$ cat config.mk
export PLATFORM = sky130hd
export DESIGN_NAME = execute_stage_flat
export DESIGN_NICKNAME = d
export VERILOG_FILES = /design/src/design/rv_pkg.sv /design/src/design/hazard_if.sv /design/src/design/execute_stage.sv /design/src/flat_wrapper.sv
export SDC_FILE = /design/constraint.sdc
export NUM_CORES = 1
export LEC_CHECK = 0
export ABC_AREA = 1
export BUFFER_PORTS_ARGS = -buffer_cell sky130_fd_sc_hd__clkbuf_2
export CORE_MARGIN = 3
export CORE_UTILIZATION = 40
export CTS_CLUSTER_SIZE = 10
export DETAILED_ROUTE_END_ITERATION = 16
export PLACE_DENSITY = 0.6
export SLEW_MARGIN = 20
export SYNTH_ARGS = -nofsm -noshare
export SYNTH_HDL_FRONTEND = slang
export SYNTH_SLANG_ARGS = --single-unit
$ cat constraint.sdc
create_clock -name clk -period 6.3 [get_ports clk]
set_input_delay 0.63 -clock clk [delete_from_list [all_inputs] [get_ports clk]]
set_output_delay 0.63 -clock clk [all_outputs]
set_load 0.005 [all_outputs]
$ cat src/design/rv_pkg.sv
/*
  shared widths and encodings for the five-stage RV32I subset core
  only add/sub/and/or/xor/slt, their immediate forms, lw and sw are decoded
  memories are word addressed, byte address bits 7:2
*/
package rv_pkg;

    localparam int XLEN       = 32;
    localparam int REG_ADDR_W = 5;
    localparam int IMEM_DEPTH = 64;
    localparam int DMEM_DEPTH = 64;
    localparam int MEM_ADDR_W = 6;

    // funct3 and funct7 values used by the decoder
    localparam logic [2:0] F3_ADD  = 3'b000;
    localparam logic [2:0] F3_SLT  = 3'b010;
    localparam logic [2:0] F3_XOR  = 3'b100;
    localparam logic [2:0] F3_OR   = 3'b110;
    localparam logic [2:0] F3_AND  = 3'b111;
    localparam logic [2:0] F3_WORD = 3'b010;  // lw / sw
    localparam logic [6:0] F7_BASE = 7'b0000000;
    localparam logic [6:0] F7_SUB  = 7'b0100000;

    typedef enum logic [6:0] {
        OP_LOAD  = 7'b0000011,
        OP_IMM   = 7'b0010011,
        OP_STORE = 7'b0100011,
        OP_REG   = 7'b0110011
    } opcode_e;

    typedef enum logic [2:0] {
        ALU_ADD = 3'd0,  // zero so a cleared control word adds
        ALU_SUB = 3'd1,
        ALU_AND = 3'd2,
        ALU_OR  = 3'd3,
        ALU_XOR = 3'd4,
        ALU_SLT = 3'd5
    } alu_op_e;

    typedef enum logic [1:0] {
        FWD_REG = 2'd0,
        FWD_MEM = 2'd1,
        FWD_WB  = 2'd2
    } fwd_sel_e;

    // all zero is a bubble
    typedef struct packed {
        alu_op_e                alu_op;
        logic                   use_imm;
        logic                   mem_read;
        logic                   mem_write;
        logic                   reg_write;  // never set with rd == 0
        logic [REG_ADDR_W-1:0]  rd;
    } ex_ctrl_t;

endpackage

$ cat src/design/hazard_if.sv
/*
  register numbers and write flags from the stages to the hazard unit,
  stall and forwarding selects back to decode and execute
*/
`timescale 1ns/1ps

interface hazard_if;

    logic [rv_pkg::REG_ADDR_W-1:0] id_rs1, id_rs2;  // zero when the source is unused
    logic                          stall;

    logic [rv_pkg::REG_ADDR_W-1:0] ex_rs1, ex_rs2, ex_rd;
    logic                          ex_reg_write, ex_mem_read;
    rv_pkg::fwd_sel_e              fwd_a, fwd_b;

    logic [rv_pkg::REG_ADDR_W-1:0] mem_rd, wb_rd;
    logic                          mem_reg_write, wb_reg_write;

    modport decode (output id_rs1, id_rs2, input stall);
    modport execute (output ex_rs1, ex_rs2, ex_rd, ex_reg_write, ex_mem_read,
                     input fwd_a, fwd_b);
    modport memwb (output mem_rd, mem_reg_write, wb_rd, wb_reg_write);
    modport hazard (input id_rs1, id_rs2, ex_rs1, ex_rs2, ex_rd, ex_reg_write,
                    ex_mem_read, mem_rd, mem_reg_write, wb_rd, wb_reg_write,
                    output stall, fwd_a, fwd_b);

endinterface

$ cat src/design/execute_stage.sv
/*
  operands come from the register value or are forwarded from memory/writeback
  loads and stores compute rs1 + imm with ALU_ADD
  slt compares signed
*/
`timescale 1ns/1ps

module execute_stage (
    input  logic                          clk,
    input  logic                          reset,
    input  rv_pkg::ex_ctrl_t              id_ctrl,
    input  logic [rv_pkg::XLEN-1:0]       id_a,
    input  logic [rv_pkg::XLEN-1:0]       id_b,
    input  logic [rv_pkg::XLEN-1:0]       id_imm,
    input  logic [rv_pkg::REG_ADDR_W-1:0] id_rs1,
    input  logic [rv_pkg::REG_ADDR_W-1:0] id_rs2,
    hazard_if.execute                     hz,
    input  logic [rv_pkg::XLEN-1:0]       mem_fwd_value,
    input  logic [rv_pkg::XLEN-1:0]       wb_value,
    output rv_pkg::ex_ctrl_t              ex_ctrl,
    output logic [rv_pkg::XLEN-1:0]       alu_result,
    output logic [rv_pkg::XLEN-1:0]       store_data
);

    logic [rv_pkg::XLEN-1:0] op_a, op_b_reg, op_b, alu_out;

    assign hz.ex_rs1       = id_rs1;
    assign hz.ex_rs2       = id_rs2;
    assign hz.ex_rd        = id_ctrl.rd;
    assign hz.ex_reg_write = id_ctrl.reg_write;
    assign hz.ex_mem_read  = id_ctrl.mem_read;

    always_comb begin
        case (hz.fwd_a)
            rv_pkg::FWD_MEM: op_a = mem_fwd_value;
            rv_pkg::FWD_WB:  op_a = wb_value;
            default:         op_a = id_a;
        endcase
        case (hz.fwd_b)
            rv_pkg::FWD_MEM: op_b_reg = mem_fwd_value;
            rv_pkg::FWD_WB:  op_b_reg = wb_value;
            default:         op_b_reg = id_b;
        endcase
    end

    assign op_b = id_ctrl.use_imm ? id_imm : op_b_reg;

    always_comb begin
        case (id_ctrl.alu_op)
            rv_pkg::ALU_SUB: alu_out = op_a - op_b;
            rv_pkg::ALU_AND: alu_out = op_a & op_b;
            rv_pkg::ALU_OR:  alu_out = op_a | op_b;
            rv_pkg::ALU_XOR: alu_out = op_a ^ op_b;
            rv_pkg::ALU_SLT: alu_out = {{(rv_pkg::XLEN-1){1'b0}}, $signed(op_a) < $signed(op_b)};
            default:         alu_out = op_a + op_b;
        endcase
    end

    // execute/memory register
    always_ff @(posedge clk) begin
        if (reset) begin
            ex_ctrl <= '0;
        end else begin
            ex_ctrl <= id_ctrl;
        end
    end

    always_ff @(posedge clk) begin
        alu_result <= alu_out;
        store_data <= op_b_reg;  // rs2 after forwarding, for sw
    end

endmodule

$ cat src/flat_wrapper.sv
// flat-port wrapper written by rule: the top's interface ports become plain ports
module execute_stage_flat 
  (clk, reset, id_ctrl, id_a, id_b, id_imm, id_rs1, id_rs2, mem_fwd_value, wb_value, ex_ctrl, alu_result, store_data, hz_ex_rs1, hz_ex_rs2, hz_ex_rd, hz_ex_reg_write, hz_ex_mem_read, hz_fwd_a, hz_fwd_b);
  hazard_if hz_i ();
  input  logic clk;
  input  logic reset;
  input  rv_pkg::ex_ctrl_t id_ctrl;
  input  logic [rv_pkg::XLEN-1:0] id_a;
  input  logic [rv_pkg::XLEN-1:0] id_b;
  input  logic [rv_pkg::XLEN-1:0] id_imm;
  input  logic [rv_pkg::REG_ADDR_W-1:0] id_rs1;
  input  logic [rv_pkg::REG_ADDR_W-1:0] id_rs2;
  input  logic [rv_pkg::XLEN-1:0] mem_fwd_value;
  input  logic [rv_pkg::XLEN-1:0] wb_value;
  output rv_pkg::ex_ctrl_t ex_ctrl;
  output logic [rv_pkg::XLEN-1:0] alu_result;
  output logic [rv_pkg::XLEN-1:0] store_data;
  output wire logic [$bits(hz_i.ex_rs1)-1:0] hz_ex_rs1;
  output wire logic [$bits(hz_i.ex_rs2)-1:0] hz_ex_rs2;
  output wire logic [$bits(hz_i.ex_rd)-1:0] hz_ex_rd;
  output wire logic [$bits(hz_i.ex_reg_write)-1:0] hz_ex_reg_write;
  output wire logic [$bits(hz_i.ex_mem_read)-1:0] hz_ex_mem_read;
  input wire logic [$bits(hz_i.fwd_a)-1:0] hz_fwd_a;
  input wire logic [$bits(hz_i.fwd_b)-1:0] hz_fwd_b;
  assign hz_ex_rs1 = hz_i.ex_rs1;
  assign hz_ex_rs2 = hz_i.ex_rs2;
  assign hz_ex_rd = hz_i.ex_rd;
  assign hz_ex_reg_write = hz_i.ex_reg_write;
  assign hz_ex_mem_read = hz_i.ex_mem_read;
  assign hz_i.fwd_a = hz_fwd_a;
  assign hz_i.fwd_b = hz_fwd_b;
  execute_stage u_core (.clk(clk), .reset(reset), .id_ctrl(id_ctrl), .id_a(id_a), .id_b(id_b), .id_imm(id_imm), .id_rs1(id_rs1), .id_rs2(id_rs2), .hz(hz_i), .mem_fwd_value(mem_fwd_value), .wb_value(wb_value), .ex_ctrl(ex_ctrl), .alu_result(alu_result), .store_data(store_data));
endmodule
Word level (Yosys, flattened, before mapping)
Cells that the tools add are included.
{ "totals": {"reg_bits": 76, "wordCells": 27, "inputBits": 188, "out_inout_bits": 93} }
{ "op_classes": {"eq_ne": 9, "n_addsub": 2, "bitwise_logic": 3, "n_mux": 4, "magnitude_cmp": 1} }
{ "op_table": {"columns": ["op", "count"], "rows": [
  ["32-bit case mux with 5 select lines", 1],
  ["32-bit case mux with 2 select lines", 2],
  ["32-bit adder", 1],
  ["32-bit bitwise AND", 1],
  ["32-bit less-than comparator", 1],
  ["32-bit two-way mux", 1],
  ["32-bit OR", 1],
  ["32-bit subtractor", 1],
  ["32-bit XOR", 1],
  ["3-bit by 2-bit == test with 1-bit output (second input constant)", 2],
  ["3-bit == test (second input constant)", 2],
  ["2-bit by 1-bit == test with 1-bit output (second input constant)", 2],
  ["2-bit == test (second input constant)", 2],
  ["3-bit by 1-bit == test with 1-bit output (second input constant)", 1]
]} }

Depth between registers and ports, before layout
Gate-level depths: netlist of the first run.
{ "depth": {"word_depth": 5, "ltp_mapped": 23, "mapped_depth_nobuf": 21} }

Worst setup path before layout of the first run
No wires, ideal clock.
{ "synth_timing": {"path_kind": "input -> register", "startpoint": "in hz_fwd_b[0]", "endpoint": "reg u_core.alu_result[0] in the netlist's numbering", "t_required_ps": 6171, "path_slack_ps": 2907, "setup_ps": 129, "arrival_time_ps": 3264, "path_buffers": 2, "stages": 23, "cell_sequence": "inv_1 ha_1 clkbuf_1 inv_1 clkbuf_1 nor2_1 a21oi_1 o21ai_0 inv_1 ha_1 fa_1 inv_1 nand3_1 nand3_1 nand2_1 nand2_1 nand2_1 nand2_1 nand2_1 nand2_1 nand2_1 nand3_1 nand3_1"} }
{ "synth_via": {"elab_chain_len": 5, "word_cells_on_any_way": 11, "classes_between": "add/sub (2); order compare (1); eq/ne (2); mux (3); bitwise (3)"} }
{ "synth_lines": {"columns": ["element", "line", "text"], "rows": [
  ["start: declaration", "flat_wrapper.sv:24", "input wire logic [$bits(hz_i.fwd_b)-1:0] hz_fwd_b;"],
  ["2-bit == test or 2-bit by 1-bit == test with 1-bit output (tied branches)", "execute_stage.sv:39", "case (hz.fwd_b)"],
  ["32-bit case mux with 2 select lines *", "execute_stage.sv:39", null],
  ["net u_core.op_b_reg (one bit)", "execute_stage.sv:25", "logic [rv_pkg::XLEN-1:0] op_a, op_b_reg, op_b, alu_out;"],
  ["32-bit two-way mux *", "execute_stage.sv:46", "assign op_b = id_ctrl.use_imm ? id_imm : op_b_reg;"],
  ["32-bit adder (tied with other cells)", "execute_stage.sv:55", "default: alu_out = op_a + op_b;"],
  ["32-bit case mux with 5 select lines *", "execute_stage.sv:49", "case (id_ctrl.alu_op)"],
  ["net u_core.alu_out (one bit)", "execute_stage.sv:25", null],
  ["end signal: assignment", "execute_stage.sv:69", "alu_result <= alu_out;"],
  ["end: declaration", "execute_stage.sv:21", "output logic [rv_pkg::XLEN-1:0] alu_result,"]
]} }
The timed path passes the listed nets; every way through them passes the cells marked *.
A chain may end at the register's enable or synchronous reset.

Worst setup path after layout of the first run
{ "layout_timing": {"startpoint": "in hz_fwd_b[0]", "endpoint": "reg u_core.alu_result[0] in the netlist's numbering"} }
{ "layout_via": {"elab_chain_len": 5, "word_cells_on_any_way": 11, "classes_between": "add/sub (2); order compare (1); eq/ne (2); mux (3); bitwise (3)"} }
{ "layout_lines": {"columns": ["element", "line", "text"], "rows": [
  ["2-bit == test or 2-bit by 1-bit == test with 1-bit output (tied branches)", "execute_stage.sv:39", null],
  ["32-bit case mux with 2 select lines *", "execute_stage.sv:39", null],
  ["net u_core.op_b_reg (one bit)", "execute_stage.sv:25", null],
  ["32-bit two-way mux *", "execute_stage.sv:46", null],
  ["32-bit less-than comparator *", "execute_stage.sv:54", "rv_pkg::ALU_SLT: alu_out = {{(rv_pkg::XLEN-1){1'b0}}, $signed(op_a) < $signed(op_b)};"],
  ["32-bit case mux with 5 select lines *", "execute_stage.sv:49", null],
  ["net u_core.alu_out (one bit)", "execute_stage.sv:25", null]
]} }
Marks and branches as above.

==> key figures, run 1 <==
Timing
  – Max_slew headroom: 19.73%
  – Worst setup margin: between 1.5 and 2 ns
  – Tcrit/Tclk final: between 70% and 80%
  – Slew of the pin with the lowest slew margin: between 1 and 1.5 ns
  – Final setup viols: 0
  – RSZ-0062 raised after global routing: false
  – Hold slack: 0.4620 ns
  – Slew Limit Fails: 0
  – Final hold vios: 0
  – Final setup TNS: 0 ns
  – Fmax: 213.1 MHz
  – Minimum clock period: 4.694 ns

Critical path
  – Worst setup EP type: flop
  – Critical path peak fanout: 33
  – Crit path launch: hz_fwd_b[0]
  – Arr. time, crit path: roughly 5 ns
  – WS Path Type: in2reg
  – Worst setup path end: u_core.alu_result[0]$_DFF_P_
  – Worst EP required: 6.54 ns
  – CP Launch Type: input port

Logic synthesis
  – Count of cell types in the netlist: 41
  – Area contributors post-synth: nand2_1 (18%), dfxtp_1 (16%), ha_1 (13%), inv_1 (12%), a21oi_1 (6.8%)
  – Syn avg cell area: 5.731 sq um
  – Most frequent cell after synthesis: nand2_1
  – Seq/Total Area, Yosys: between 10% and 20%
  – Post-synth EDFFs: 0
  – Syn. warnings: 0
  – Post-synthesis async set-or-reset flop share: 0%
  – Ys flop type: dfxtp_1
  – Post-Synthesis Cells: roughly 1.7k
  – Syn Std Cell Area: 9721 sq um
  – Synthesized flop and latch total: 76
  – Top cell type's share of synthesized area: around 18%
  – Synth Net Count: around 2k
  – Synth top cells by count: nand2_1 (464), inv_1 (315), nor2_1 (140), a21oi_1 (132), nand3_1 (117)
  – Area leader, netlist: nand2_1

Route
  – Routed vias: about 12k
  – 1st-pass router iterations: 8
  – Total wire length: 43,840 microns
  – DRC: 0
  – DR WL/cell: between 15 and 20 microns
  – DRT iter0 DRCs: 1,095
  – Via/cell ratio: 5.257
  – Number of nets with antenna violations after routing: 0

Global route
  – Global-route wire length before repair: between 60,000 and 70,000 microns
  – Vias in the first global route: 11.06k
  – Initial antenna violation count: 3
  – Gr usage total: 32.58%
  – Pin count of the biggest net entering global routing: 39
  – Grt ovf: 0

Floorplanning
  – Die height: 161.9 microns
  – IO Pins: 281
  – Die width: between 150 and 200 microns
  – Full die area: around 26,000 sq um
  – FP Rows: 56
  – Core area: about 24,000 sq um
  – Initial Util: 41.05%

CTS
  – Clock tree buffer depth: 2
  – Htree depth: 3
  – CTS Buf Count: 9
  – Clock sink count: 76
  – CTS tree: built
  – Clk slew on worst S/H paths: 0.08 ns
  – Clock Tree Root: clkbuf_16
  – Hold_buf cts: 0
  – CTS resizes: 0
  – Setup Buffers After CTS: 0

Job
  – Max cap viols: 0

Outcome
  – Run status: finished clean

Power
  – P_leak: 6.655 nW
  – Power Dens Cells: about 250 nW/um^2
  – Pwr Total: around 2.8 mW
  – VDD IR max: roughly 110 uV

Cells and area
  – Nets: approximately 2.2k
  – Layout Area Growth over Synthesis: 17.18%
  – Fraction of layout cells with a size suffix above 1: 17.68%

Placement
  – Setup WS pre-CTS: between 1 and 1.5 ns
  – RePlAce Congestion: 0.9625
  – HPWL Detailed: 36,170 microns
  – Port buffer count: 260

Min path
  – Hold Path Class: in2reg
[sequential cells by signal (all words and copies together), names as in the netlist]
| name | flops |
|---|---|
| u_core.ex_ctrl | 12 |
| u_core.alu_result | 32 |
| u_core.store_data | 32 |
[stage by stage]
| step | utilization, % | area [sq um] | std cells |
|---|---|---|---|
| 4_1_cts | 48.07 | 11380 | 2219 |
| 2_1_floorplan | - | 9721 | 1696 |
| 5_1_grt | 48.10 | 11390 | 2222 |
| 6_report | 48.10 | 11390 | 2222 |
| 3_3_place_gp | 46.75 | 11070 | 2203 |
| 3_5_place_dp | 46.75 | 11070 | 2203 |
[cell usage in the layout, fill, tap and decap left out, types with 35 or more instances in the layout]
| master | instances |
|---|---|
| nand2_1 | 464 |
| inv_1 | 315 |
| clkbuf_2 | 260 |
| nor2_1 | 139 |
| a21oi_1 | 132 |
| nand3_1 | 117 |
| ha_1 | 102 |
| dfxtp_1 | 76 |
| o21ai_0 | 71 |
| a221o_1 | 35 |
[report_power, final]
part	switching (mW)	internal (mW)	leakage [nW]	total, mW
sequential	0.0289	0.576	0.639	0.605
combinational	1.10	0.525	5.86	1.63
clock	0.289	0.320	0.155	0.609
total	1.42	1.42	6.65	2.84
[how the worst min path moves through the flow]
stage	startpoint	to	slack [ns]	cells after the start
finish	id_ctrl[1]	u_core.ex_ctrl[1]$_SDFF_PP0_	0.46	3
global route	id_ctrl[1]	u_core.ex_ctrl[1]$_SDFF_PP0_	0.47	3
CTS	id_ctrl[1]	u_core.ex_ctrl[1]$_SDFF_PP0_	0.45	3
detailed placement	id_ctrl[1]	u_core.ex_ctrl[1]$_SDFF_PP0_	0.84	3
global placement	id_ctrl[1]	u_core.ex_ctrl[1]$_SDFF_PP0_	0.84	3
floorplan	reset	u_core.ex_ctrl[0]$_SDFF_PP0_	0.70	1
[per-layer routing]
metal,GRT usage (%),vias to the layer above,wire length [microns]
met5,0,-,0
met2,52.12,576,19620
li1,-,5737,-
met4,8.181,0,936
met3,5.152,60,3760
met1,45.86,5309,19530
[logic make-up after synthesis]
| group | after synthesis | synth area share, % |
|---|---|---|
| and+or+nand+nor | 790 | 33.93 |
| buffers and inverters | 406 | 16.99 |
| AOI/OAI and AO/OA | 306 | 18.63 |
| adders and majority gates | 104 | 13.54 |
| DFF | 76 | 15.65 |
| xor gates and xnor gates | 14 | 1.261 |
[final cells by class]
class,count,area (sq um)
Fill cell,2648,12290
Multi-Input combinational cell,1214,6550
Sequential cell,76,1521
Timing Repair Buffer,272,1391
Inverter,322,1209
Tap cell,319,399.1
Clock buffer,9,225.2
Clock inverter,7,87.58
Antenna cell,3,7.507
[worst max-delay path: stages]
cell,delay (ns)
clkbuf_2,0.10
inv_1,0.04
ha_1,0.27
buf_4,0.34
inv_1,0.57
nor2_1,0.28
a21oi_1,0.08
o21ai_0,0.59
inv_1,0.22
fa_1,0.44
inv_1,0.16
nand3_1,0.14
nand3_1,0.21
nand2_1,0.07
nand2_1,0.15
nand2_1,0.08
nand2_1,0.12
nand2_1,0.08
nand2_1,0.06
nand2_1,0.08
nand3_1,0.12
nand3_1,0.08
Power figures use the tool's default switching activity.
==> inputs of run 2 (changes only) <==
==> constraint.sdc (replaced) <==
create_clock -name clk -period 4.6 [get_ports clk]
set_input_delay 0.46 -clock clk [delete_from_list [all_inputs] [get_ports clk]]
set_output_delay 0.46 -clock clk [all_outputs]
set_load 0.005 [all_outputs]
==> key figures, run 2 (same netlist as run 1, synthesis figures left out) <==
Power
  – Switch share: 49.64% (was 49.93%)
  – Logic pwr share: 57.3% (was 57.2%)
  – Internal cell power: 1.959 mW (was 1.422 mW)
  – Clk network pwr share: 21.2% (was 21.5%)
  – VDD IR max: 170.3 uV (was 107.0 uV)
  – Pwr Total: 3.891 mW (was 2.839 mW)
  – P_leak: 6.700 nW (was 6.655 nW)
  – P_sw: 1.931 mW (was 1.418 mW)
  – Seq pwr share: 21.5% (was 21.3%)
  – Power Dens Cells: 339.4 nW/um^2 (was 249.3 nW/um^2)

Floorplanning
  – Full die area: 26,210 sq um (unchanged)
  – IO Pins: 281 (unchanged)
  – Core area: 23,680 sq um (unchanged)
  – Die height: 161.9 microns (unchanged)
  – FP Rows: 56 (unchanged)
  – Initial Util: 41.05% (unchanged)
  – Die width: 161.9 microns (unchanged)

Critical path
  – Arr. time, crit path: 4.06 ns (was 4.93 ns)
  – Slowest CP cell: o21ai_0 (unchanged)
  – Worst EP required: 4.82 ns (was 6.54 ns)
  – Critical path peak fanout: 14 (was 33)
  – Cell mode on critical path: nand2_1 (unchanged)
  – Slowest stage delay, CP: 0.54 ns (was 0.59 ns)
  – WS Path Type: in2reg (unchanged)
  – Crit path launch: hz_fwd_b[0] (unchanged)
  – CP Launch Type: input port (unchanged)
  – Worst setup EP type: flop (unchanged)
  – CP cell instances: clkbuf_2 > inv_1 > ha_1 > buf_4 > a221o_1 > o21ai_0 > o21ai_0 > ha_1 > inv_1 > nand2_1 > nor2_1 > nand2_1 > nand3_1 > nand2_1 > nand2_2 > nand2_1 > nand2_1 > nand2_1 > nand3_1 > nand3_1 (was clkbuf_2 > inv_1 > ha_1 > buf_4 > inv_1 > nor2_1 > a21oi_1 > o21ai_0 > inv_1 > fa_1 > inv_1 > nand3_1 > nand3_1 > nand2_1 > nand2_1 > nand2_1 > nand2_1 > nand2_1 > nand2_1 > nand2_1 > nand3_1 > nand3_1)

Cells and area
  – Commonest non-fill, non-tap cell in the layout: nand2_1 (unchanged)
  – Commonest non-fill, non-tap cells in the layout: nand2_1 (464), inv_1 (315), clkbuf_2 (260) (unchanged)
  – Fraction of layout cells with a size suffix above 1: 17.98% (was 17.68%)
  – Final instance area: 11,460 sq um (was 11,390 sq um)
  – Nets: 2,195 (was 2,187)
  – Layout Area Growth over Synthesis: 17.93% (was 17.18%)
  – Regs by FF count: u_core.alu_result (32), u_core.store_data (32), u_core.ex_ctrl (12) (unchanged)

Route
  – DR WL/cell: 19.41 microns (was 19.73 microns)
  – Via/cell ratio: 5.325 (was 5.257)
  – Routed vias: 11.88k (was 11.68k)
  – Total wire length: 43,290 microns (was 43,840 microns)
  – 1st-pass router iterations: 8 (unchanged)
  – Number of nets with antenna violations after routing: 0 (unchanged)
  – DRT iter0 DRCs: 1,301 (was 1,095)
  – DRC: 0 (unchanged)

Timing
  – Tcrit/Tclk final: 83.51%
  – Final setup TNS: 0 ns (unchanged)
  – Max_slew headroom: 27.43% (was 19.73%)
  – RSZ-0062 raised after global routing: false (unchanged)
  – Slew Limit Fails: 0 (unchanged)
  – Slew of the pin with the lowest slew margin: 1.087 ns (was 1.203 ns)
  – Minimum clock period: 3.841 ns
  – Final setup viols: 0 (unchanged)
  – Fmax: 260.3 MHz
  – Final hold vios: 0 (unchanged)

Placement
  – Area post-placement: 11,140 sq um (was 11,070 sq um)
  – Port buffer count: 260 (unchanged)
  – RePlAce Congestion: 0.9797 (was 0.9625)
  – HPWL Detailed: 36,410 microns (was 36,170 microns)

CTS
  – Clock tree buffer depth: 2 (unchanged)
  – Clock Tree Root: clkbuf_16 (unchanged)
  – Htree depth: 3 (unchanged)
  – CTS resizes: 0 (unchanged)
  – Hold_buf cts: 0 (unchanged)
  – Clk slew on worst S/H paths: 0.08 ns (about the same)
  – Clock sink count: 76 (unchanged)
  – CTS Buf Count: 9 (unchanged)
  – CTS tree: built (unchanged)
  – Setup Buffers After CTS: 0 (unchanged)

Min path
  – Hold wc startpoint: id_ctrl[1] (unchanged)
  – Hold Path Class: in2reg (unchanged)

Global route
  – Pin count of the biggest net entering global routing: 38 (was 39)
  – Vias in the first global route: 11.18k (was 11.06k)
  – Gr usage total: 32.16% (was 32.58%)
  – Global-route wire length before repair: 65,090 microns (was 65,430 microns)
  – Grt ovf: 0 (unchanged)
  – Initial antenna violation count: 3 (unchanged)

Job
  – Max cap viols: 0 (unchanged)

Outcome
  – Run status: finished clean (unchanged)
==> run 2: path summary, 6_finish.rpt <==
| check | endpoint | cells after the start |
|---|---|---|
| min | u_core.ex_ctrl[1]$_SDFF_PP0_ | 3 |
| max | u_core.alu_result[22]$_DFF_P_ | 20 |
==> run 2: cell type report <==
cell class / count / area, sq um
Antenna cell: 3 / 7.507
Clock buffer: 9 / 225.2
Clock inverter: 7 / 90.09
Fill cell: 2706 / 12220
Inverter: 322 / 1209
Multi-Input combinational cell: 1214 / 6548
Sequential cell: 76 / 1521
Tap cell: 319 / 399.1
Timing Repair Buffer: 280 / 1464
==> run 2: metal layers <==
layer | track usage (%) | share of wire, % | up-vias
met5 | 0 | 0 | -
met4 | 8.143 | 2.5 | 0
met3 | 3.622 | 8.7 | 61
met2 | 51.49 | 44 | 604
met1 | 46.09 | 45 | 5453
li1 | - | - | 5757
==> run 2: stage by stage <==
stage          hold WS, ns  util (%)  std cells  setup slack, ns
6_report            0.2940     48.40       2230           0.7586
5_1_grt             0.3110     48.40       2230           0.5537
4_1_cts             0.2856     48.37       2227           0.9298
3_5_place_dp        0.6686     47.04       2211           0.5676
3_3_place_gp        0.6649     47.04       2211           0.5464
2_1_floorplan       0.5312         -       1696            1.377
==> run 2: critical path, delay by kind of cell <==
| family | cells | cell delay [ns] |
|---|---|---|
| buffers and inverters | 4 | 0.61 |
| adders and majority gates | 2 | 0.95 |
| AOI/OAI and AO/OA | 3 | 0.82 |
| and+or+nand+nor | 11 | 1.22 |
==> run 2: power groups by stage <==
stage	logic (mW)	clock network, mW	registers [mW]
2_1_floorplan	1.41	0	0.855
3_3_place_gp	2.17	0	0.852
3_5_place_dp	2.18	0	0.852
4_1_cts	2.18	0.835	0.837
5_1_grt	2.46	0.854	0.845
6_report	2.23	0.826	0.835
