**src/design/rv_pkg.sv**
```systemverilog
/*
  shared widths and encodings for the five-stage RV32I subset core
  only add/sub/and/or/xor/slt, their immediate forms, lw and sw are decoded
  memories are word addressed, byte address bits 7:2
*/
package rv_pkg;

    localparam int XLEN       = 32;
    localparam int REG_ADDR_W = 5;
    localparam int IMEM_DEPTH = 64;
    localparam int DMEM_DEPTH = 64;
    localparam int MEM_ADDR_W = 6;

    // funct3 and funct7 values used by the decoder
    localparam logic [2:0] F3_ADD  = 3'b000;
    localparam logic [2:0] F3_SLT  = 3'b010;
    localparam logic [2:0] F3_XOR  = 3'b100;
    localparam logic [2:0] F3_OR   = 3'b110;
    localparam logic [2:0] F3_AND  = 3'b111;
    localparam logic [2:0] F3_WORD = 3'b010;  // lw / sw
    localparam logic [6:0] F7_BASE = 7'b0000000;
    localparam logic [6:0] F7_SUB  = 7'b0100000;

    typedef enum logic [6:0] {
        OP_LOAD  = 7'b0000011,
        OP_IMM   = 7'b0010011,
        OP_STORE = 7'b0100011,
        OP_REG   = 7'b0110011
    } opcode_e;

    typedef enum logic [2:0] {
        ALU_ADD = 3'd0,  // zero so a cleared control word adds
        ALU_SUB = 3'd1,
        ALU_AND = 3'd2,
        ALU_OR  = 3'd3,
        ALU_XOR = 3'd4,
        ALU_SLT = 3'd5
    } alu_op_e;

    typedef enum logic [1:0] {
        FWD_REG = 2'd0,
        FWD_MEM = 2'd1,
        FWD_WB  = 2'd2
    } fwd_sel_e;

    // all zero is a bubble
    typedef struct packed {
        alu_op_e                alu_op;
        logic                   use_imm;
        logic                   mem_read;
        logic                   mem_write;
        logic                   reg_write;  // never set with rd == 0
        logic [REG_ADDR_W-1:0]  rd;
    } ex_ctrl_t;

endpackage

```
**src/design/hazard_if.sv**
```systemverilog
/*
  register numbers and write flags from the stages to the hazard unit,
  stall and forwarding selects back to decode and execute
*/
`timescale 1ns/1ps

interface hazard_if;

    logic [rv_pkg::REG_ADDR_W-1:0] id_rs1, id_rs2;  // zero when the source is unused
    logic                          stall;

    logic [rv_pkg::REG_ADDR_W-1:0] ex_rs1, ex_rs2, ex_rd;
    logic                          ex_reg_write, ex_mem_read;
    rv_pkg::fwd_sel_e              fwd_a, fwd_b;

    logic [rv_pkg::REG_ADDR_W-1:0] mem_rd, wb_rd;
    logic                          mem_reg_write, wb_reg_write;

    modport decode (output id_rs1, id_rs2, input stall);
    modport execute (output ex_rs1, ex_rs2, ex_rd, ex_reg_write, ex_mem_read,
                     input fwd_a, fwd_b);
    modport memwb (output mem_rd, mem_reg_write, wb_rd, wb_reg_write);
    modport hazard (input id_rs1, id_rs2, ex_rs1, ex_rs2, ex_rd, ex_reg_write,
                    ex_mem_read, mem_rd, mem_reg_write, wb_rd, wb_reg_write,
                    output stall, fwd_a, fwd_b);

endinterface

```
**src/design/decode_stage.sv**
```systemverilog
/*
  unsupported or invalid words leave as all-zero control (a bubble)
  register file has no reset, x0 always reads zero
  a writeback in the same cycle is seen by the read
*/
`timescale 1ns/1ps

module decode_stage (
    input  logic                          clk,
    input  logic                          reset,
    input  logic [rv_pkg::XLEN-1:0]       if_instr,
    input  logic                          if_valid,
    hazard_if.decode                      hz,
    input  logic                          wb_we,
    input  logic [rv_pkg::REG_ADDR_W-1:0] wb_rd,
    input  logic [rv_pkg::XLEN-1:0]       wb_value,
    output rv_pkg::ex_ctrl_t              id_ctrl,
    output logic [rv_pkg::XLEN-1:0]       id_a,
    output logic [rv_pkg::XLEN-1:0]       id_b,
    output logic [rv_pkg::XLEN-1:0]       id_imm,
    output logic [rv_pkg::REG_ADDR_W-1:0] id_rs1,
    output logic [rv_pkg::REG_ADDR_W-1:0] id_rs2
);

    logic [6:0]                    opcode, funct7;
    logic [2:0]                    funct3;
    logic [rv_pkg::REG_ADDR_W-1:0] rd, rs1, rs2;
    logic [rv_pkg::XLEN-1:0]       imm_i, imm_s, dec_imm;
    rv_pkg::alu_op_e               f3_op;
    logic                          f3_ok, use_rs1, use_rs2;
    rv_pkg::ex_ctrl_t              dec_ctrl;
    logic [rv_pkg::XLEN-1:0]       regs [2**rv_pkg::REG_ADDR_W];

    assign opcode = if_instr[6:0];
    assign rd     = if_instr[11:7];
    assign funct3 = if_instr[14:12];
    assign rs1    = if_instr[19:15];
    assign rs2    = if_instr[24:20];
    assign funct7 = if_instr[31:25];
    assign imm_i  = {{20{if_instr[31]}}, if_instr[31:20]};
    assign imm_s  = {{20{if_instr[31]}}, if_instr[31:25], if_instr[11:7]};

    // funct3 is shared by the register and immediate ALU forms
    always_comb begin
        f3_ok = 1'b1;
        case (funct3)
            rv_pkg::F3_ADD: f3_op = rv_pkg::ALU_ADD;
            rv_pkg::F3_SLT: f3_op = rv_pkg::ALU_SLT;
            rv_pkg::F3_XOR: f3_op = rv_pkg::ALU_XOR;
            rv_pkg::F3_OR:  f3_op = rv_pkg::ALU_OR;
            rv_pkg::F3_AND: f3_op = rv_pkg::ALU_AND;
            default: begin
                f3_op = rv_pkg::ALU_ADD;
                f3_ok = 1'b0;
            end
        endcase
    end

    always_comb begin
        dec_ctrl = '0;
        dec_imm  = imm_i;
        use_rs1  = 1'b0;
        use_rs2  = 1'b0;
        if (if_valid) begin
            case (opcode)
                rv_pkg::OP_REG: begin
                    if (f3_ok && (funct7 == rv_pkg::F7_BASE ||
                                  (funct7 == rv_pkg::F7_SUB && funct3 == rv_pkg::F3_ADD))) begin
                        dec_ctrl.alu_op    = (funct7 == rv_pkg::F7_SUB) ? rv_pkg::ALU_SUB : f3_op;
                        dec_ctrl.reg_write = 1'b1;
                        use_rs1            = 1'b1;
                        use_rs2            = 1'b1;
                    end
                end
                rv_pkg::OP_IMM: begin
                    if (f3_ok) begin
                        dec_ctrl.alu_op    = f3_op;
                        dec_ctrl.use_imm   = 1'b1;
                        dec_ctrl.reg_write = 1'b1;
                        use_rs1            = 1'b1;
                    end
                end
                rv_pkg::OP_LOAD: begin
                    if (funct3 == rv_pkg::F3_WORD) begin
                        dec_ctrl.use_imm   = 1'b1;
                        dec_ctrl.mem_read  = 1'b1;
                        dec_ctrl.reg_write = 1'b1;
                        use_rs1            = 1'b1;
                    end
                end
                rv_pkg::OP_STORE: begin
                    if (funct3 == rv_pkg::F3_WORD) begin
                        dec_imm            = imm_s;
                        dec_ctrl.use_imm   = 1'b1;
                        dec_ctrl.mem_write = 1'b1;
                        use_rs1            = 1'b1;
                        use_rs2            = 1'b1;
                    end
                end
                default: ;
            endcase
        end
        dec_ctrl.reg_write = dec_ctrl.reg_write && (rd != '0);
        dec_ctrl.rd        = dec_ctrl.reg_write ? rd : '0;
    end

    assign hz.id_rs1 = use_rs1 ? rs1 : '0;
    assign hz.id_rs2 = use_rs2 ? rs2 : '0;

    always_ff @(posedge clk) begin
        if (wb_we) begin
            regs[wb_rd] <= wb_value;
        end
    end

    // decode/execute register, bubble on stall
    always_ff @(posedge clk) begin
        if (reset || hz.stall) begin
            id_ctrl <= '0;
        end else begin
            id_ctrl <= dec_ctrl;
        end
    end

    always_ff @(posedge clk) begin
        id_a   <= (rs1 == '0) ? '0 : (wb_we && wb_rd == rs1) ? wb_value : regs[rs1];
        id_b   <= (rs2 == '0) ? '0 : (wb_we && wb_rd == rs2) ? wb_value : regs[rs2];
        id_imm <= dec_imm;
        id_rs1 <= hz.id_rs1;
        id_rs2 <= hz.id_rs2;
    end

endmodule

```
**src/flat_wrapper.sv**
```systemverilog
// flat-port wrapper written by rule: the top's interface ports become plain ports
module decode_stage_flat 
  (clk, reset, if_instr, if_valid, wb_we, wb_rd, wb_value, id_ctrl, id_a, id_b, id_imm, id_rs1, id_rs2, hz_id_rs1, hz_id_rs2, hz_stall);
  hazard_if hz_i ();
  input  logic clk;
  input  logic reset;
  input  logic [rv_pkg::XLEN-1:0] if_instr;
  input  logic if_valid;
  input  logic wb_we;
  input  logic [rv_pkg::REG_ADDR_W-1:0] wb_rd;
  input  logic [rv_pkg::XLEN-1:0] wb_value;
  output rv_pkg::ex_ctrl_t id_ctrl;
  output logic [rv_pkg::XLEN-1:0] id_a;
  output logic [rv_pkg::XLEN-1:0] id_b;
  output logic [rv_pkg::XLEN-1:0] id_imm;
  output logic [rv_pkg::REG_ADDR_W-1:0] id_rs1;
  output logic [rv_pkg::REG_ADDR_W-1:0] id_rs2;
  output wire logic [$bits(hz_i.id_rs1)-1:0] hz_id_rs1;
  output wire logic [$bits(hz_i.id_rs2)-1:0] hz_id_rs2;
  input wire logic [$bits(hz_i.stall)-1:0] hz_stall;
  assign hz_id_rs1 = hz_i.id_rs1;
  assign hz_id_rs2 = hz_i.id_rs2;
  assign hz_i.stall = hz_stall;
  decode_stage u_core (.clk(clk), .reset(reset), .if_instr(if_instr), .if_valid(if_valid), .hz(hz_i), .wb_we(wb_we), .wb_rd(wb_rd), .wb_value(wb_value), .id_ctrl(id_ctrl), .id_a(id_a), .id_b(id_b), .id_imm(id_imm), .id_rs1(id_rs1), .id_rs2(id_rs2));
endmodule
```
**config.mk**
```make
export PLATFORM = sky130hd
export DESIGN_NAME = decode_stage_flat
export DESIGN_NICKNAME = d
export VERILOG_FILES = /design/src/design/rv_pkg.sv /design/src/design/hazard_if.sv /design/src/design/decode_stage.sv /design/src/flat_wrapper.sv
export SDC_FILE = /design/constraint.sdc
export NUM_CORES = 1
export LEC_CHECK = 0
export BUFFER_PORTS_ARGS = -buffer_cell sky130_fd_sc_hd__buf_2
export CAP_MARGIN = 20
export CORE_MARGIN = 2
export CORE_UTILIZATION = 35
export DETAILED_ROUTE_END_ITERATION = 10
export PLACE_DENSITY = 0.57
export SLEW_MARGIN = 20
export SYNTH_ARGS = -nofsm -noshare
export SYNTH_HDL_FRONTEND = slang
export SYNTH_SLANG_ARGS = --single-unit
```
**constraint.sdc**
```tcl
create_clock -name clk -period 5.85 [get_ports clk]
set_input_delay 0.585 -clock clk [delete_from_list [all_inputs] [get_ports clk]]
set_output_delay 0.585 -clock clk [all_outputs]
set_load 0.02 [all_outputs]
```
## Word level (Yosys, flattened, before mapping)

Memories as Yosys holds them, arrays and structs flattened. A register that Yosys moved wholly into a read port is not among the register bits.
Index checks and enable logic that the tools add are counted.

| storage, ports and cells | value |
|---|---|
| register bits | 34 |
| memory bits (writable) | 1,024 |
| bits of input ports | 74 |
| output and inout bits | 128 |
| logic and storage cells | 63 |
| memories kept | 1 |

Memories:

| name | depth | width | rd ports | clocked after Yosys merged registers in | wr ports | line | RTL |
|---|---|---|---|---|---|---|---|
| u_core.regs | 32 | 32 | 2 | 2 | 1 | decode_stage.sv:32 | `logic [rv_pkg::XLEN-1:0] regs [2**rv_pkg::REG_ADDR_W];` |

| operators by class | value |
|---|---|
| eq/ne operators | 9 |
| muxes and demuxes | 24 |
| bitwise gates (word level) | 4 |
| reduce and logical (&&, ||, !) cells | 16 |

Operator list:

| operator | count |
|---|---|
| 5-bit 2-to-1 mux | 5 |
| 7-bit by 6-bit == test with 1-bit output (second input constant) | 3 |
| 3-bit one-hot mux with 4 select lines | 1 |
| 5-bit zero test | 2 |
| 3-bit == test (second input constant) | 3 |
| 1-bit 2-to-1 mux | 9 |
| 1-bit one-hot mux with 3 select lines | 3 |
| 7-bit by 2-bit == test with 1-bit output (second input constant) | 1 |
| 7-bit by 5-bit == test with 1-bit output (second input constant) | 1 |
| 7-bit zero test | 1 |
| 3-bit 2-to-1 mux | 2 |
| 3-bit one-hot mux with 2 select lines | 1 |
| 2-bit OR reduction | 3 |
| 3-bit OR reduction | 2 |
| 5-bit nonzero test | 1 |
| 5-bit OR reduction | 1 |
| 4-bit 2-to-1 mux | 1 |
| 1-bit NOT | 4 |
| 3-bit by 2-bit == test with 1-bit output (second input constant) | 1 |
| 1-bit logical AND | 3 |
| 3-bit zero test | 1 |
| 1-bit logical OR | 2 |
| 2-bit 2-to-1 mux | 1 |
| 1-bit one-hot mux with 2 select lines | 1 |

## Depth between registers and ports, before layout

Gate-level depths: netlist of the first run.

| logic depth | value |
|---|---|
| word-level depth | 10 |
| depth in mapped cells | 9 |
| gate-level depth less buffers | 5 |

## Worst setup path before layout of the first run

Ideal clock, no wire load.

| timing path | value |
|---|---|
| path type | input to register |
| start | input port wb_rd[0] in the netlist's numbering |
| end | memory u_core.regs[28][0] in the netlist's numbering, enable pin |
| library setup time | 0.421 ns |
| arrival time | 2.753 ns |
| required time | 5.429 ns |
| setup slack | 2.676 ns |
| cell stages on the path | 4 |
| path buffers | 2 |
| cell sequence | clkbuf_1 > or3b_2 > clkbuf_1 > nor2_1 |

RTL lines:

| element | line | RTL |
|---|---|---|
| start: declaration | flat_wrapper.sv:10 | `input logic [rv_pkg::REG_ADDR_W-1:0] wb_rd;` |
| end: declaration | decode_stage.sv:32 |  |

No word-level cell before the write port.

## Final worst setup path of the first run

| timing path | value |
|---|---|
| start | input port if_instr[26] in the netlist's numbering |
| end | output port hz_id_rs2[0] |

| between the ends | value |
|---|---|
| cells in the longest elaborated chain, start to end | 8 |
| elaborated cells on any way between the ends | 9 |
| those cells by class | 1 x eq/ne; 4 x mux; 4 x reduce/logical |

Ends and longest elaborated chain:

| element | line | RTL |
|---|---|---|
| start: declaration | flat_wrapper.sv:7 | `input logic [rv_pkg::XLEN-1:0] if_instr;` |
| 7-bit by 6-bit == test with 1-bit output | decode_stage.sv:68 | `(funct7 == rv_pkg::F7_SUB && funct3 == rv_pkg::F3_ADD))) begin` |
| 1-bit logical AND | decode_stage.sv:68 |  |
| 1-bit logical OR (*) | decode_stage.sv:67 | `if (f3_ok && (funct7 == rv_pkg::F7_BASE \|\|` |
| 1-bit logical AND (*) | decode_stage.sv:67 |  |
| 1-bit 2-to-1 mux (*) | decode_stage.sv:67 |  |
| 1-bit one-hot mux with 2 select lines (*) | decode_stage.sv:65 | `case (opcode)` |
| 1-bit 2-to-1 mux (*) | decode_stage.sv:64 | `if (if_valid) begin` |
| 5-bit 2-to-1 mux (*) | decode_stage.sv:108 | `assign hz.id_rs2 = use_rs2 ? rs2 : '0;` |
| end: declaration | flat_wrapper.sv:19 | `output wire logic [$bits(hz_i.id_rs2)-1:0] hz_id_rs2;` |

Mark *: on every way between the ends. The rest lies on a longest branch, timed or not.

==> impl_summary.txt, run 1 <==
----------------------------------------------------
[Run]
  Max-cap check violation count ... 0

[Setup path]
  Flop2flop setup slack ... 3780 ps
  Kind of end point of the critical path ... primary output
  Number of buffers and inverters on the critical path ... 3
  Peak fanout along the critical path ... 5
  Reg-to-Reg End ... u_core.id_a[31]
  Most used cell, CP ... sky130_fd_sc_hd__buf_2
  Worst setup path category ... input port to primary output
  Crit path DAT ... 2880 ps
  Family of cells with the greatest summed delay on the critical path ... simple AND/OR/NAND/NOR gates
  Worst-path cell chain ... dlygate4sd3_1 > buf_2 > nor4_1 > nand3_1 > or2_2 > a21oi_1 > and2_1 > buf_2
  Slowest Stage Delay on Critical Path ... 540 ps
  Cell with the biggest individual delay on the critical path ... sky130_fd_sc_hd__dlygate4sd3_1
  Number of cells on the worst reg-to-reg path ... 5
  Timing startpoint of the critical path ... if_instr[26]
  Required time of the critical path ... 5270 ps
  Startpoint type of the worst setup path ... input port
  Reg-to-Reg Start ... u_core.regs[23][31]

[Global route]
  Vias in the first global route ... 30,000
  First-pass GRT wire length ... 228,000 um
  Overflow after GRT ... 0
  GRT Total Usage ... 0.219
  Number of antenna violations at the first check in global routing ... 11
  Maximum number of pins on one net before global-route repair ... 104

[Timing]
  Final-report max-slew violation count ... 0
  Post-route fraction of the period consumed by the critical path ... 0.593
  Setup clock skew after layout ... 41.6 ps
  Transition time at the pin with the least slew margin ... 1150 ps
  RSZ-0062 raised after global routing ... false
  Setup violators final ... 0
  Final Hold Fails ... 0
  Maximum clock frequency ... 288 MHz
  Final critical-path required period ... 3470 ps
  Worst slew margin relative to its limit ... 0.232
  Final hold slack ... 87.4 ps
  Setup TNS ... 0 ps

[Synthesis]
  Net Count, Synth ... 2,609
  Fraction of registers with async set or reset after synthesis ... 0
  Number of library cell types mapped by synthesis ... 51
  Post-Synthesis Mean Instance Area ... 19.8 um2
  Compound-Gate Fraction of Synth Area ... 0.0599
  Proportion of synthesized area in mux cells ... 0.245
  Share of synthesized cell area in full adder, half adder and majority cells ... 0
  Portion of the post-synthesis area used by sequential elements ... 0.652
  Area of the mapped netlist ... 50,200 um2
  Fraction of synthesized cell area in xor and xnor cells ... 0.00192
  Most instantiated flip-flop cell in the synthesis netlist ... sky130_fd_sc_hd__edfxtp_1
  Number of cells produced by synthesis ... 2,535
  Synth warnings ... 0
  Combinational family with the most area after synthesis ... multiplexers
  Post-Synth Simple-Gate Area ... 0.0171
  Count of flip-flops with a built-in enable after synthesis ... 1,024
  FF+latch count, synth ... 1,122

[Floorplan]
  Initial Util ... 0.353
  I/O pin cnt ... 202
  Die extent in y ... 383 um
  Core area ... 142,000 um2
  Cell Rows ... 138
  Overall die area ... 146,000 um2
  X dimension of the die ... 383 um

[Power and ir drop]
  Leakage power summed over all cells ... 18.4 nW
  Ratio of total power to cell area ... 318 nW/um2
  Highest ir drop seen on vdd ... 0.250 mV

[Detailed routing]
  Detailed-route wire length per cell ... 34.6 um
  Detail-routed via count per cell ... 6.17
  Routed Antenna Nets ... 0
  Initial drt markers ... 3,809
  First-pass iteration count of the detailed router ... 5
  Wirelength, routed ... 162,000 um
  Remaining design rule violation count ... 0
  Via count ... 29,000

[Outcome]
  Outcome ... complete, no violations

[Placement]
  Port Buffer Count ... 201
  Post-DP HPWL ... 88,800 um
  Last weighted congestion value of the routability-driven placer ... 0.820

[Final layout]
  Fin util ... 0.404
  Layout cell share with drive strength beyond 1 ... 0.379
  Post-layout net count ... 2,773
  Layout area overhead ... 14.4%

[Min path]
  Hold Path Depth ... 3
  Hold Crit Class ... input port to flop
  Start point of the worst hold path ... if_instr[10]
  Worst Hold Endpoint ... u_core.id_imm[3]

[Clock network]
  Clock slew at the register clock pins of the worst setup and hold paths ... 60 ps
  Number of buffers on the longest clock path ... 3
  Number of buffers created by CTS ... 116
  Total number of clock tree sinks ... 1,122
  Clock Root Buffer ... sky130_fd_sc_hd__clkbuf_16
  Source-to-sink clock delay at the later pin of the worst-skew pair ... 760 ps
  Number of setup buffers added after CTS ... 0
  TritonCTS clock tree ... built
  H-Tree Depth ... 3

----------------------------------------------------
## flip-flops by register name, summed over array words and instances, names as in the netlist
| register | flops |
|---|---|
| u_core.id_ctrl | 12 |
| u_core.id_rs2 | 5 |
| u_core.id_imm | 12 |
| u_core.id_a | 32 |
| u_core.regs | 1024 |
| u_core.id_rs1 | 5 |
| u_core.id_b | 32 |
## cell families after synthesis
kind of cell | after synthesis
compound gates | 397
xor+xnor | 11
buf+inv | 245
flops | 1122
mux | 583
simple gates | 177
## worst max-delay path by stage
| stage | to | depth (start not counted) | slack (ps) |
|---|---|---|---|
| after floorplan | u_core.regs[28][0] | 4 | 2680 |
| after global placement | u_core.id_b[10] | 8 | 2270 |
| after detailed placement | u_core.id_b[10] | 8 | 2230 |
| after CTS | hz_id_rs2[0] | 8 | 2320 |
| after global routing | hz_id_rs2[0] | 8 | 2180 |
| final | hz_id_rs2[0] | 8 | 2380 |
## layout make-up
cell class,count,area (um2)
Fill cell,12500,84500
Sequential cell,1122,32700
Antenna cell,4,10.0
Clock buffer,147,3150
Multi-Input combinational cell,1168,16600
Timing Repair Buffer,280,1770
Tap cell,1890,2360
Inverter,11,41.3
Clock inverter,71,764
## power by group
part	total [mW]	switching [mW]	internal, mW
combinational	1.56	0.925	0.632
clock	7.67	3.25	4.43
sequential	8.99	0.0881	8.90
total	18.2	4.26	14.0
## placed cells by master (no fill, tap or decap), types with 4 or more instances in the layout
| master | count |
|---|---|
| sky130_fd_sc_hd__a22o_1 | 124 |
| sky130_fd_sc_hd__and2_1 | 11 |
| sky130_fd_sc_hd__buf_12 | 7 |
| sky130_fd_sc_hd__buf_2 | 195 |
| sky130_fd_sc_hd__buf_4 | 65 |
| sky130_fd_sc_hd__bufinv_16 | 14 |
| sky130_fd_sc_hd__clkbuf_1 | 19 |
| sky130_fd_sc_hd__clkbuf_16 | 117 |
| sky130_fd_sc_hd__clkbuf_8 | 13 |
| sky130_fd_sc_hd__clkinv_1 | 14 |
| sky130_fd_sc_hd__clkinv_2 | 23 |
| sky130_fd_sc_hd__clkinvlp_4 | 10 |
| sky130_fd_sc_hd__dfxtp_1 | 98 |
| sky130_fd_sc_hd__diode_2 | 4 |
| sky130_fd_sc_hd__dlygate4sd3_1 | 7 |
| sky130_fd_sc_hd__edfxtp_1 | 1024 |
| sky130_fd_sc_hd__inv_1 | 10 |
| sky130_fd_sc_hd__inv_6 | 6 |
| sky130_fd_sc_hd__mux2_2 | 36 |
| sky130_fd_sc_hd__mux2i_1 | 36 |
| sky130_fd_sc_hd__mux4_2 | 511 |
| sky130_fd_sc_hd__nand2_1 | 43 |
| sky130_fd_sc_hd__nand3_1 | 36 |
| sky130_fd_sc_hd__nand3b_1 | 5 |
| sky130_fd_sc_hd__nor2_1 | 15 |
| sky130_fd_sc_hd__nor2_4 | 33 |
| sky130_fd_sc_hd__nor3_1 | 7 |
| sky130_fd_sc_hd__o2111a_1 | 31 |
| sky130_fd_sc_hd__o211a_1 | 30 |
| sky130_fd_sc_hd__o211ai_1 | 32 |
| sky130_fd_sc_hd__o21ai_0 | 15 |
| sky130_fd_sc_hd__o21ai_1 | 81 |
| sky130_fd_sc_hd__o22ai_1 | 64 |
| sky130_fd_sc_hd__xor2_1 | 8 |
## what timing repair did
| item | CTS | global route |
|---|---|---|
| hold buffers | 7 | 0 |
| hold endpoints to repair | 7 | 0 |
| resized for setup | 0 | 0 |
## metrics by stage
step	power (mW)	instances	setup WS (ps)	cell area, um2
floorplan	10.1	2535	2680	50200
global placement	10.7	4463	2270	53400
detailed placement	10.7	4464	2230	53400
CTS	18.3	4689	2320	57400
global route	18.7	4690	2180	57400
finish	18.2	4693	2380	57400
## per-layer routing
metal	up-vias	share of wire	track usage
li1	11300	-	-
met1	15600	0.39	0.284
met2	1705	0.50	0.368
met3	325	0.085	0.0395
met4	12	0.033	0.0784
met5	-	0.00049	0
## cell usage after synthesis (3+ instances only)
| cell type | n | area (um2) |
|---|---|---|
| sky130_fd_sc_hd__edfxtp_1 | 1024 | 30700 |
| sky130_fd_sc_hd__mux4_2 | 511 | 11500 |
| sky130_fd_sc_hd__a22o_1 | 124 | 1090 |
| sky130_fd_sc_hd__clkbuf_1 | 104 | 390 |
| sky130_fd_sc_hd__dfxtp_1 | 98 | 1960 |
| sky130_fd_sc_hd__o21ai_1 | 81 | 405 |
| sky130_fd_sc_hd__o22ai_1 | 64 | 400 |
| sky130_fd_sc_hd__buf_2 | 57 | 285 |
| sky130_fd_sc_hd__nor2_1 | 48 | 180 |
| sky130_fd_sc_hd__nand2_1 | 47 | 176 |
| sky130_fd_sc_hd__buf_4 | 37 | 278 |
| sky130_fd_sc_hd__nand3_1 | 37 | 185 |
| sky130_fd_sc_hd__mux2_2 | 36 | 405 |
| sky130_fd_sc_hd__mux2i_1 | 36 | 360 |
| sky130_fd_sc_hd__o211ai_1 | 32 | 240 |
| sky130_fd_sc_hd__o2111a_1 | 31 | 349 |
| sky130_fd_sc_hd__o211a_1 | 30 | 300 |
| sky130_fd_sc_hd__buf_1 | 24 | 90.1 |
| sky130_fd_sc_hd__o21ai_0 | 15 | 75.1 |
| sky130_fd_sc_hd__and2_1 | 12 | 75.1 |
| sky130_fd_sc_hd__buf_6 | 12 | 135 |
| sky130_fd_sc_hd__inv_1 | 11 | 41.3 |
| sky130_fd_sc_hd__xor2_1 | 8 | 70.1 |
| sky130_fd_sc_hd__nor3_1 | 7 | 35.0 |
| sky130_fd_sc_hd__nand3b_1 | 5 | 37.5 |
| sky130_fd_sc_hd__a21oi_1 | 4 | 20.0 |
| sky130_fd_sc_hd__a211oi_1 | 3 | 22.5 |
| sky130_fd_sc_hd__a22oi_1 | 3 | 22.5 |
| sky130_fd_sc_hd__o31ai_1 | 3 | 22.5 |
| sky130_fd_sc_hd__or3b_2 | 3 | 26.3 |
| sky130_fd_sc_hd__xnor2_1 | 3 | 26.3 |
## tightest hold or removal path, cell delays in order
cell and delay (ps):
sky130_fd_sc_hd__buf_2 110, sky130_fd_sc_hd__nand2_1 50, sky130_fd_sc_hd__o21ai_0 50
(Power assumes the default switching activity.)
==> run 2: changes to the inputs <==
--- a/config.mk
+++ b/config.mk
@@ -10,7 +10,7 @@
 export CORE_MARGIN = 2
 export CORE_UTILIZATION = 35
 export DETAILED_ROUTE_END_ITERATION = 10
-export PLACE_DENSITY = 0.57
+export PLACE_DENSITY = 0.59
 export SLEW_MARGIN = 20
 export SYNTH_ARGS = -nofsm -noshare
 export SYNTH_HDL_FRONTEND = slang
==> constraint.sdc (replaced) <==
create_clock -name clk -period 3.17 [get_ports clk]
set_input_delay 0.317 -clock clk [delete_from_list [all_inputs] [get_ports clk]]
set_output_delay 0.317 -clock clk [all_outputs]
set_load 0.02 [all_outputs]
==> run 2 against run 1 <==
Clock-buffer cell count fell by 5. Via count increased by 1.4%. Worst hold slack worse by 18 ps.
==> impl_summary.txt, run 2 (synthesis results as in run 1) <==
----------------------------------------------------
[Outcome]
  Outcome ... complete, no violations

[Timing]
  RSZ-0062 raised after global routing ... false
  Setup TNS ... 0 ps (unchanged)
  Setup violators final ... 0 (unchanged)
  Setup clock skew after layout ... 24.7 ps (-16.9 ps)
  Worst slew margin relative to its limit ... 0.490 (+0.258)
  Transition time at the pin with the least slew margin ... 762 ps (-387 ps)
  Final Hold Fails ... 0 (unchanged)
  Post-route fraction of the period consumed by the critical path ... 0.901
  Final critical-path required period ... 2860 ps
  Final-report max-slew violation count ... 0 (unchanged)
  Maximum clock frequency ... 350 MHz

[Power and ir drop]
  Ratio of total power to cell area ... 570 nW/um2 (+80%)
  Highest ir drop seen on vdd ... 0.466 mV (+86%)
  Leakage power summed over all cells ... 18.9 nW (+2.6%)
  Pwr Total ... 33.4 mW (+83%)

[Setup path]
  Reg-to-Reg End ... u_core.id_a[19]
  Crit path DAT ... 2540 ps (-340 ps)
  Number of cells on the worst reg-to-reg path ... 5 (unchanged)
  Timing startpoint of the critical path ... if_instr[26]
  Flop2flop setup slack ... 1290 ps (-2490 ps)
  Reg-to-Reg Start ... u_core.regs[4][19]
  Kind of end point of the critical path ... primary output
  Startpoint type of the worst setup path ... input port
  Required time of the critical path ... 2850 ps (-2420 ps)
  Peak fanout along the critical path ... 5 (unchanged)
  Worst setup path category ... input port to primary output

[Floorplan]
  Cell Rows ... 138 (unchanged)
  Initial Util ... 0.353 (unchanged)
  Core area ... 142,000 um2 (unchanged)
  I/O pin cnt ... 202 (unchanged)
  Die extent in y ... 383 um (unchanged)
  Overall die area ... 146,000 um2 (unchanged)
  X dimension of the die ... 383 um (unchanged)

[Global route]
  Maximum number of pins on one net before global-route repair ... 65 (-38%)
  GRT Total Usage ... 0.213 (-0.00574)
  First-pass GRT wire length ... 223,000 um (-2.0%)
  Overflow after GRT ... 0 (unchanged)
  Number of antenna violations at the first check in global routing ... 14 (+3)
  Vias in the first global route ... 30,600 (+2.0%)

[Final layout]
  Final Instance Area ... 58,500 um2 (+1.9%)
  Biggest registers after layout ... u_core.regs: 1024 flops, u_core.id_a: 32 flops, u_core.id_b: 32 flops
  Layout cell share with drive strength beyond 1 ... 0.387 (+0.00858)
  Most common library cell in the layout ignoring fill and taps ... sky130_fd_sc_hd__edfxtp_1
  Layout area overhead ... 16.6%
  Number of fill cells ... 12,400 (-1.1%)
  Count of non-filler cells in the finished layout ... 4,772 (+1.7%)
  Register bank with the most flops ... u_core.regs
  Flip-flop count of the largest register after layout ... 1,024 (unchanged)
  Area taken by flip-flops and latches ... 32,700 um2 (unchanged)
  Multi-input gate area in the final layout ... 16,600 um2 (about the same)
  Post-layout net count ... 2,856 (+3.0%)
  Commonest cells after routing, fill and taps aside ... 1,024 x sky130_fd_sc_hd__edfxtp_1, 511 x sky130_fd_sc_hd__mux4_2, 195 x sky130_fd_sc_hd__buf_2

[Min path]
  Hold Path Depth ... 2 (-1)
  Hold Crit Class ... input port to flop
  Worst Hold Endpoint ... u_core.id_rs2[4]
  Start point of the worst hold path ... if_instr[24]

[Clock network]
  Source-to-sink clock delay at the later pin of the worst-skew pair ... 710 ps (-50 ps)
  Total number of clock tree sinks ... 1,122 (unchanged)
  Number of buffers on the longest clock path ... 3 (unchanged)
  Clock Root Buffer ... sky130_fd_sc_hd__clkbuf_16
  H-Tree Depth ... 3 (unchanged)
  Clock slew at the register clock pins of the worst setup and hold paths ... 60 ps (about the same)
  Number of buffers created by CTS ... 116 (unchanged)
  TritonCTS clock tree ... built

[Placement]
  Port Buffer Count ... 201 (unchanged)
  Placed Cells incl. Taps ... 4,533 (+1.5%)
  Last weighted congestion value of the routability-driven placer ... 0.850 (+3.7%)
  Post-DP HPWL ... 89,000 um (+0.22%)
  Total cell area at the placement stage ... 54,400 um2 (+2.0%)

[Detailed routing]
  Routed Antenna Nets ... 0 (unchanged)
  Detail-routed via count per cell ... 6.16 (-0.24%)
  Via count ... 29,400 (+1.4%)
  Remaining design rule violation count ... 0 (unchanged)
  First-pass iteration count of the detailed router ... 8 (+3)
  Wirelength, routed ... 158,000 um (-2.4%)
  Initial drt markers ... 3,680 (-3.4%)
  Detailed-route wire length per cell ... 33.2 um (-4.1%)

[Run]
  Max-cap check violation count ... 0 (unchanged)

----------------------------------------------------
## run 2: where the power goes
| part | total [mW] | leakage [nW] | switching, mW | internal (mW) |
|---|---|---|---|---|
| Clock | 13.8 | 1.84 | 5.79 | 8.01 |
| Sequential | 16.6 | 10.0 | 0.160 | 16.4 |
| Combinational | 2.98 | 7.00 | 1.72 | 1.26 |
## run 2: metal layers
layer	vias up	track usage	routed length, um
met2	1740	0.347	76400
met5	-	0	62
met4	12	0.0776	5520
met3	344	0.0407	14700
li1	11500	-	-
met1	15800	0.284	61800
## run 2: cell type report
type,instances,share of cell area
Timing Repair Buffer,363,0.0509
Clock buffer,142,0.0526
Clock inverter,73,0.0128
Antenna cell,3,0.000128
Inverter,11,0.000706
Tap cell,1890,0.0404
Multi-Input combinational cell,1168,0.283
Sequential cell,1122,0.559
## run 2: per-stage QoR
step	hold slack [ps]	worst slack [ps]	utilization
finish	69.5	313	0.412
global route	55.9	177	0.412
CTS	18.4	113	0.412
detailed placement	443	623	0.384
global placement	439	576	0.384
floorplan	345	264	-
## run 2: timing repair
item / CTS / global route
gates resized for setup: 0 / 1
buffers inserted: 0 / 0
endpoints found under the setup margin: 0 / 5
hold buffers: 21 / 0
endpoints found under the hold margin: 23 / 0
## run 2: critical path: stages
cell and delay, ps:
sky130_fd_sc_hd__dlygate4sd3_1 540, sky130_fd_sc_hd__buf_2 140, sky130_fd_sc_hd__nor4_1 340, sky130_fd_sc_hd__nand3_1 180
sky130_fd_sc_hd__or2_2 330, sky130_fd_sc_hd__a21oi_2 330, sky130_fd_sc_hd__and2_1 200, sky130_fd_sc_hd__buf_2 170
## run 2: worst max-delay path by stage
| stage | to | slack, ps | cells past startpoint |
|---|---|---|---|
| detailed placement | u_core.id_a[31] | 620 | 9 |
| finish | hz_id_rs2[2] | 310 | 8 |
| global route | hz_id_rs2[3] | 180 | 8 |
| CTS | hz_id_rs2[2] | 110 | 8 |
| global placement | hz_id_rs2[2] | 580 | 7 |
| floorplan | u_core.regs[28][0] | 260 | 4 |
==> run 3: changes to the inputs <==
--- a/config.mk
+++ b/config.mk
@@ -10,6 +10,7 @@
 export CORE_MARGIN = 2
 export CORE_UTILIZATION = 35
 export DETAILED_ROUTE_END_ITERATION = 10
+export MAX_ROUTING_LAYER = met4
 export PLACE_DENSITY = 0.59
 export SLEW_MARGIN = 20
 export SYNTH_ARGS = -nofsm -noshare
==> run 3 against run 2 <==
Cell area about the same. Clock skew up 2.7 ps. Clock-buffer cell count unchanged. Fmax down 0.59%. Critical path depth unchanged. Flip-flop and latch count unchanged.
==> impl_summary.txt, run 3 (synthesis results as in run 1) <==
----------------------------------------------------
[Floorplan]
  X dimension of the die ... 383 um (unchanged)
  Die extent in y ... 383 um (unchanged)
  Core area ... 142,000 um2 (unchanged)
  Initial Util ... 0.353 (unchanged)
  I/O pin cnt ... 202 (unchanged)
  Overall die area ... 146,000 um2 (unchanged)
  Cell Rows ... 138 (unchanged)

[Setup path]
  Crit path DAT ... 2560 ps (+20 ps)
  Kind of end point of the critical path ... primary output
  Worst setup path category ... input port to primary output
  Timing startpoint of the critical path ... if_instr[26]
  Peak fanout along the critical path ... 5 (unchanged)
  Reg-to-Reg End ... u_core.id_a[19]
  Required time of the critical path ... 2850 ps (about the same)
  Number of cells on the worst reg-to-reg path ... 5 (unchanged)
  Flop2flop setup slack ... 1290 ps (about the same)
  Startpoint type of the worst setup path ... input port
  Reg-to-Reg Start ... u_core.regs[4][19]

[Final layout]
  Layout area overhead ... 16.6% (about the same)
  Post-layout net count ... 2,856 (unchanged)
  Flip-flop count of the largest register after layout ... 1,024 (unchanged)
  Most common library cell in the layout ignoring fill and taps ... sky130_fd_sc_hd__edfxtp_1
  Commonest cells after routing, fill and taps aside ... 1,024 x sky130_fd_sc_hd__edfxtp_1, 511 x sky130_fd_sc_hd__mux4_2, 195 x sky130_fd_sc_hd__buf_2
  Layout cell share with drive strength beyond 1 ... 0.387 (unchanged)
  Register bank with the most flops ... u_core.regs
  Biggest registers after layout ... u_core.regs: 1024 flops, u_core.id_a: 32 flops, u_core.id_b: 32 flops

[Min path]
  Hold Path Depth ... 2 (unchanged)
  Start point of the worst hold path ... if_instr[24]
  Worst Hold Endpoint ... u_core.id_rs2[4]
  Hold Crit Class ... input port to flop

[Power and ir drop]
  Leakage power summed over all cells ... 18.9 nW (unchanged)
  Pwr Total ... 33.4 mW (about the same)
  Ratio of total power to cell area ... 570 nW/um2 (about the same)
  Highest ir drop seen on vdd ... 0.466 mV (about the same)

[Timing]
  Transition time at the pin with the least slew margin ... 758 ps (-4.03 ps)
  Final Hold Fails ... 0 (unchanged)
  Worst slew margin relative to its limit ... 0.493 (+0.00269)
  Setup clock skew after layout ... 27.4 ps (+2.72 ps)
  Final-report max-slew violation count ... 0 (unchanged)
  Setup violators final ... 0 (unchanged)
  Final critical-path required period ... 2870 ps (+16.9 ps)
  Setup TNS ... 0 ps (unchanged)
  Post-route setup slack ... 296 ps (-16.9 ps)
  RSZ-0062 raised after global routing ... false
  Post-route fraction of the period consumed by the critical path ... 0.907 (+0.00532)
  Maximum clock frequency ... 348 MHz (-0.59%)
  Final hold slack ... 58.6 ps (-10.9 ps)

[Global route]
  Number of antenna violations at the first check in global routing ... 15 (+1)
  Overflow after GRT ... 0 (unchanged)
  First-pass GRT wire length ... 223,000 um (about the same)
  Vias in the first global route ... 30,600 (-0.036%)
  GRT Total Usage ... 0.220 (+0.00656)
  Maximum number of pins on one net before global-route repair ... 65 (unchanged)

[Detailed routing]
  Detail-routed via count per cell ... 6.13 (-0.50%)
  Remaining design rule violation count ... 0 (unchanged)
  Detailed-route wire length per cell ... 33.2 um (-0.13%)
  Wirelength, routed ... 159,000 um (about the same)
  First-pass iteration count of the detailed router ... 6 (-2)
  Routed Antenna Nets ... 0 (unchanged)
  Initial drt markers ... 3,720 (+1.1%)
  Via count ... 29,300 (-0.31%)

[Run]
  Max-cap check violation count ... 0 (unchanged)

[Clock network]
  Clock slew at the register clock pins of the worst setup and hold paths ... 60 ps (about the same)
  Number of buffers created by CTS ... 116 (unchanged)
  TritonCTS clock tree ... built
  Total number of clock tree sinks ... 1,122 (unchanged)
  Clock Root Buffer ... sky130_fd_sc_hd__clkbuf_16
  Number of buffers on the longest clock path ... 3 (unchanged)
  H-Tree Depth ... 3 (unchanged)
  Source-to-sink clock delay at the later pin of the worst-skew pair ... 710 ps (about the same)

[Placement]
  Post-DP HPWL ... 89,000 um (unchanged)
  Worst slack at placement ... 623 ps (unchanged)
  Port Buffer Count ... 201 (unchanged)
  Last weighted congestion value of the routability-driven placer ... 0.863 (+1.6%)

[Outcome]
  Outcome ... complete, no violations

----------------------------------------------------
[run 3: cell types whose count changed in the layout (fill, tap and decap cells not counted), sizes merged]
cell	before	now
diode	3	12
[run 3: worst max-delay path by stage]
stage | cells after the start | endpoint | slack, ps
floorplan | 4 | u_core.regs[28][0] | 260
global placement | 7 | hz_id_rs2[2] | 580
detailed placement | 9 | u_core.id_a[31] | 620
CTS | 8 | hz_id_rs2[2] | 110
global route | 8 | hz_id_rs2[3] | 170
finish | 8 | hz_id_rs2[2] | 300
[run 3: power breakdown]
group	switching (mW)	internal, mW	total [mW]
Clock	5.79	8.00	13.8
Sequential	0.161	16.4	16.6
Combinational	1.72	1.26	2.97
[run 3: layer usage]
| metal | global-route usage | vias up | wire length (um) |
|---|---|---|---|
| met5 | - | - | 0 |
| met4 | 0.0765 | 0 | 5500 |
| met3 | 0.0408 | 334 | 14300 |
| met2 | 0.347 | 1739 | 76700 |
| met1 | 0.285 | 15700 | 62200 |
| li1 | - | 11500 | - |
[run 3: stage by stage]
step | instance area [um2] | instances | util
2_1_floorplan | 50200 | 2535 | -
3_3_place_gp | 54400 | 4533 | 0.384
3_5_place_dp | 54400 | 4533 | 0.384
4_1_cts | 58500 | 4769 | 0.412
5_1_grt | 58500 | 4777 | 0.412
6_report | 58500 | 4781 | 0.412
[run 3: critical path, stage by stage]
cell and delay, ps:
sky130_fd_sc_hd__dlygate4sd3_1 540, sky130_fd_sc_hd__buf_2 140, sky130_fd_sc_hd__nor4_1 340, sky130_fd_sc_hd__nand3_1 180, sky130_fd_sc_hd__or2_2 330, sky130_fd_sc_hd__a21oi_2 340
sky130_fd_sc_hd__and2_1 200, sky130_fd_sc_hd__buf_2 170
[run 3: layout make-up]
type	instances	area (um2)
Tap cell	1890	2360
Sequential cell	1122	32700
Fill cell	12400	83400
Multi-Input combinational cell	1168	16600
Timing Repair Buffer	363	2980
Inverter	11	41.3
Antenna cell	12	30.0
Clock inverter	73	748
Clock buffer	142	3070
[run 3: timing repair]
action	CTS	global route
hold endpoints to repair	23	0
setup endpoints to repair	0	5
resized for setup	0	1
buffers inserted	0	0
hold buffers	21	0
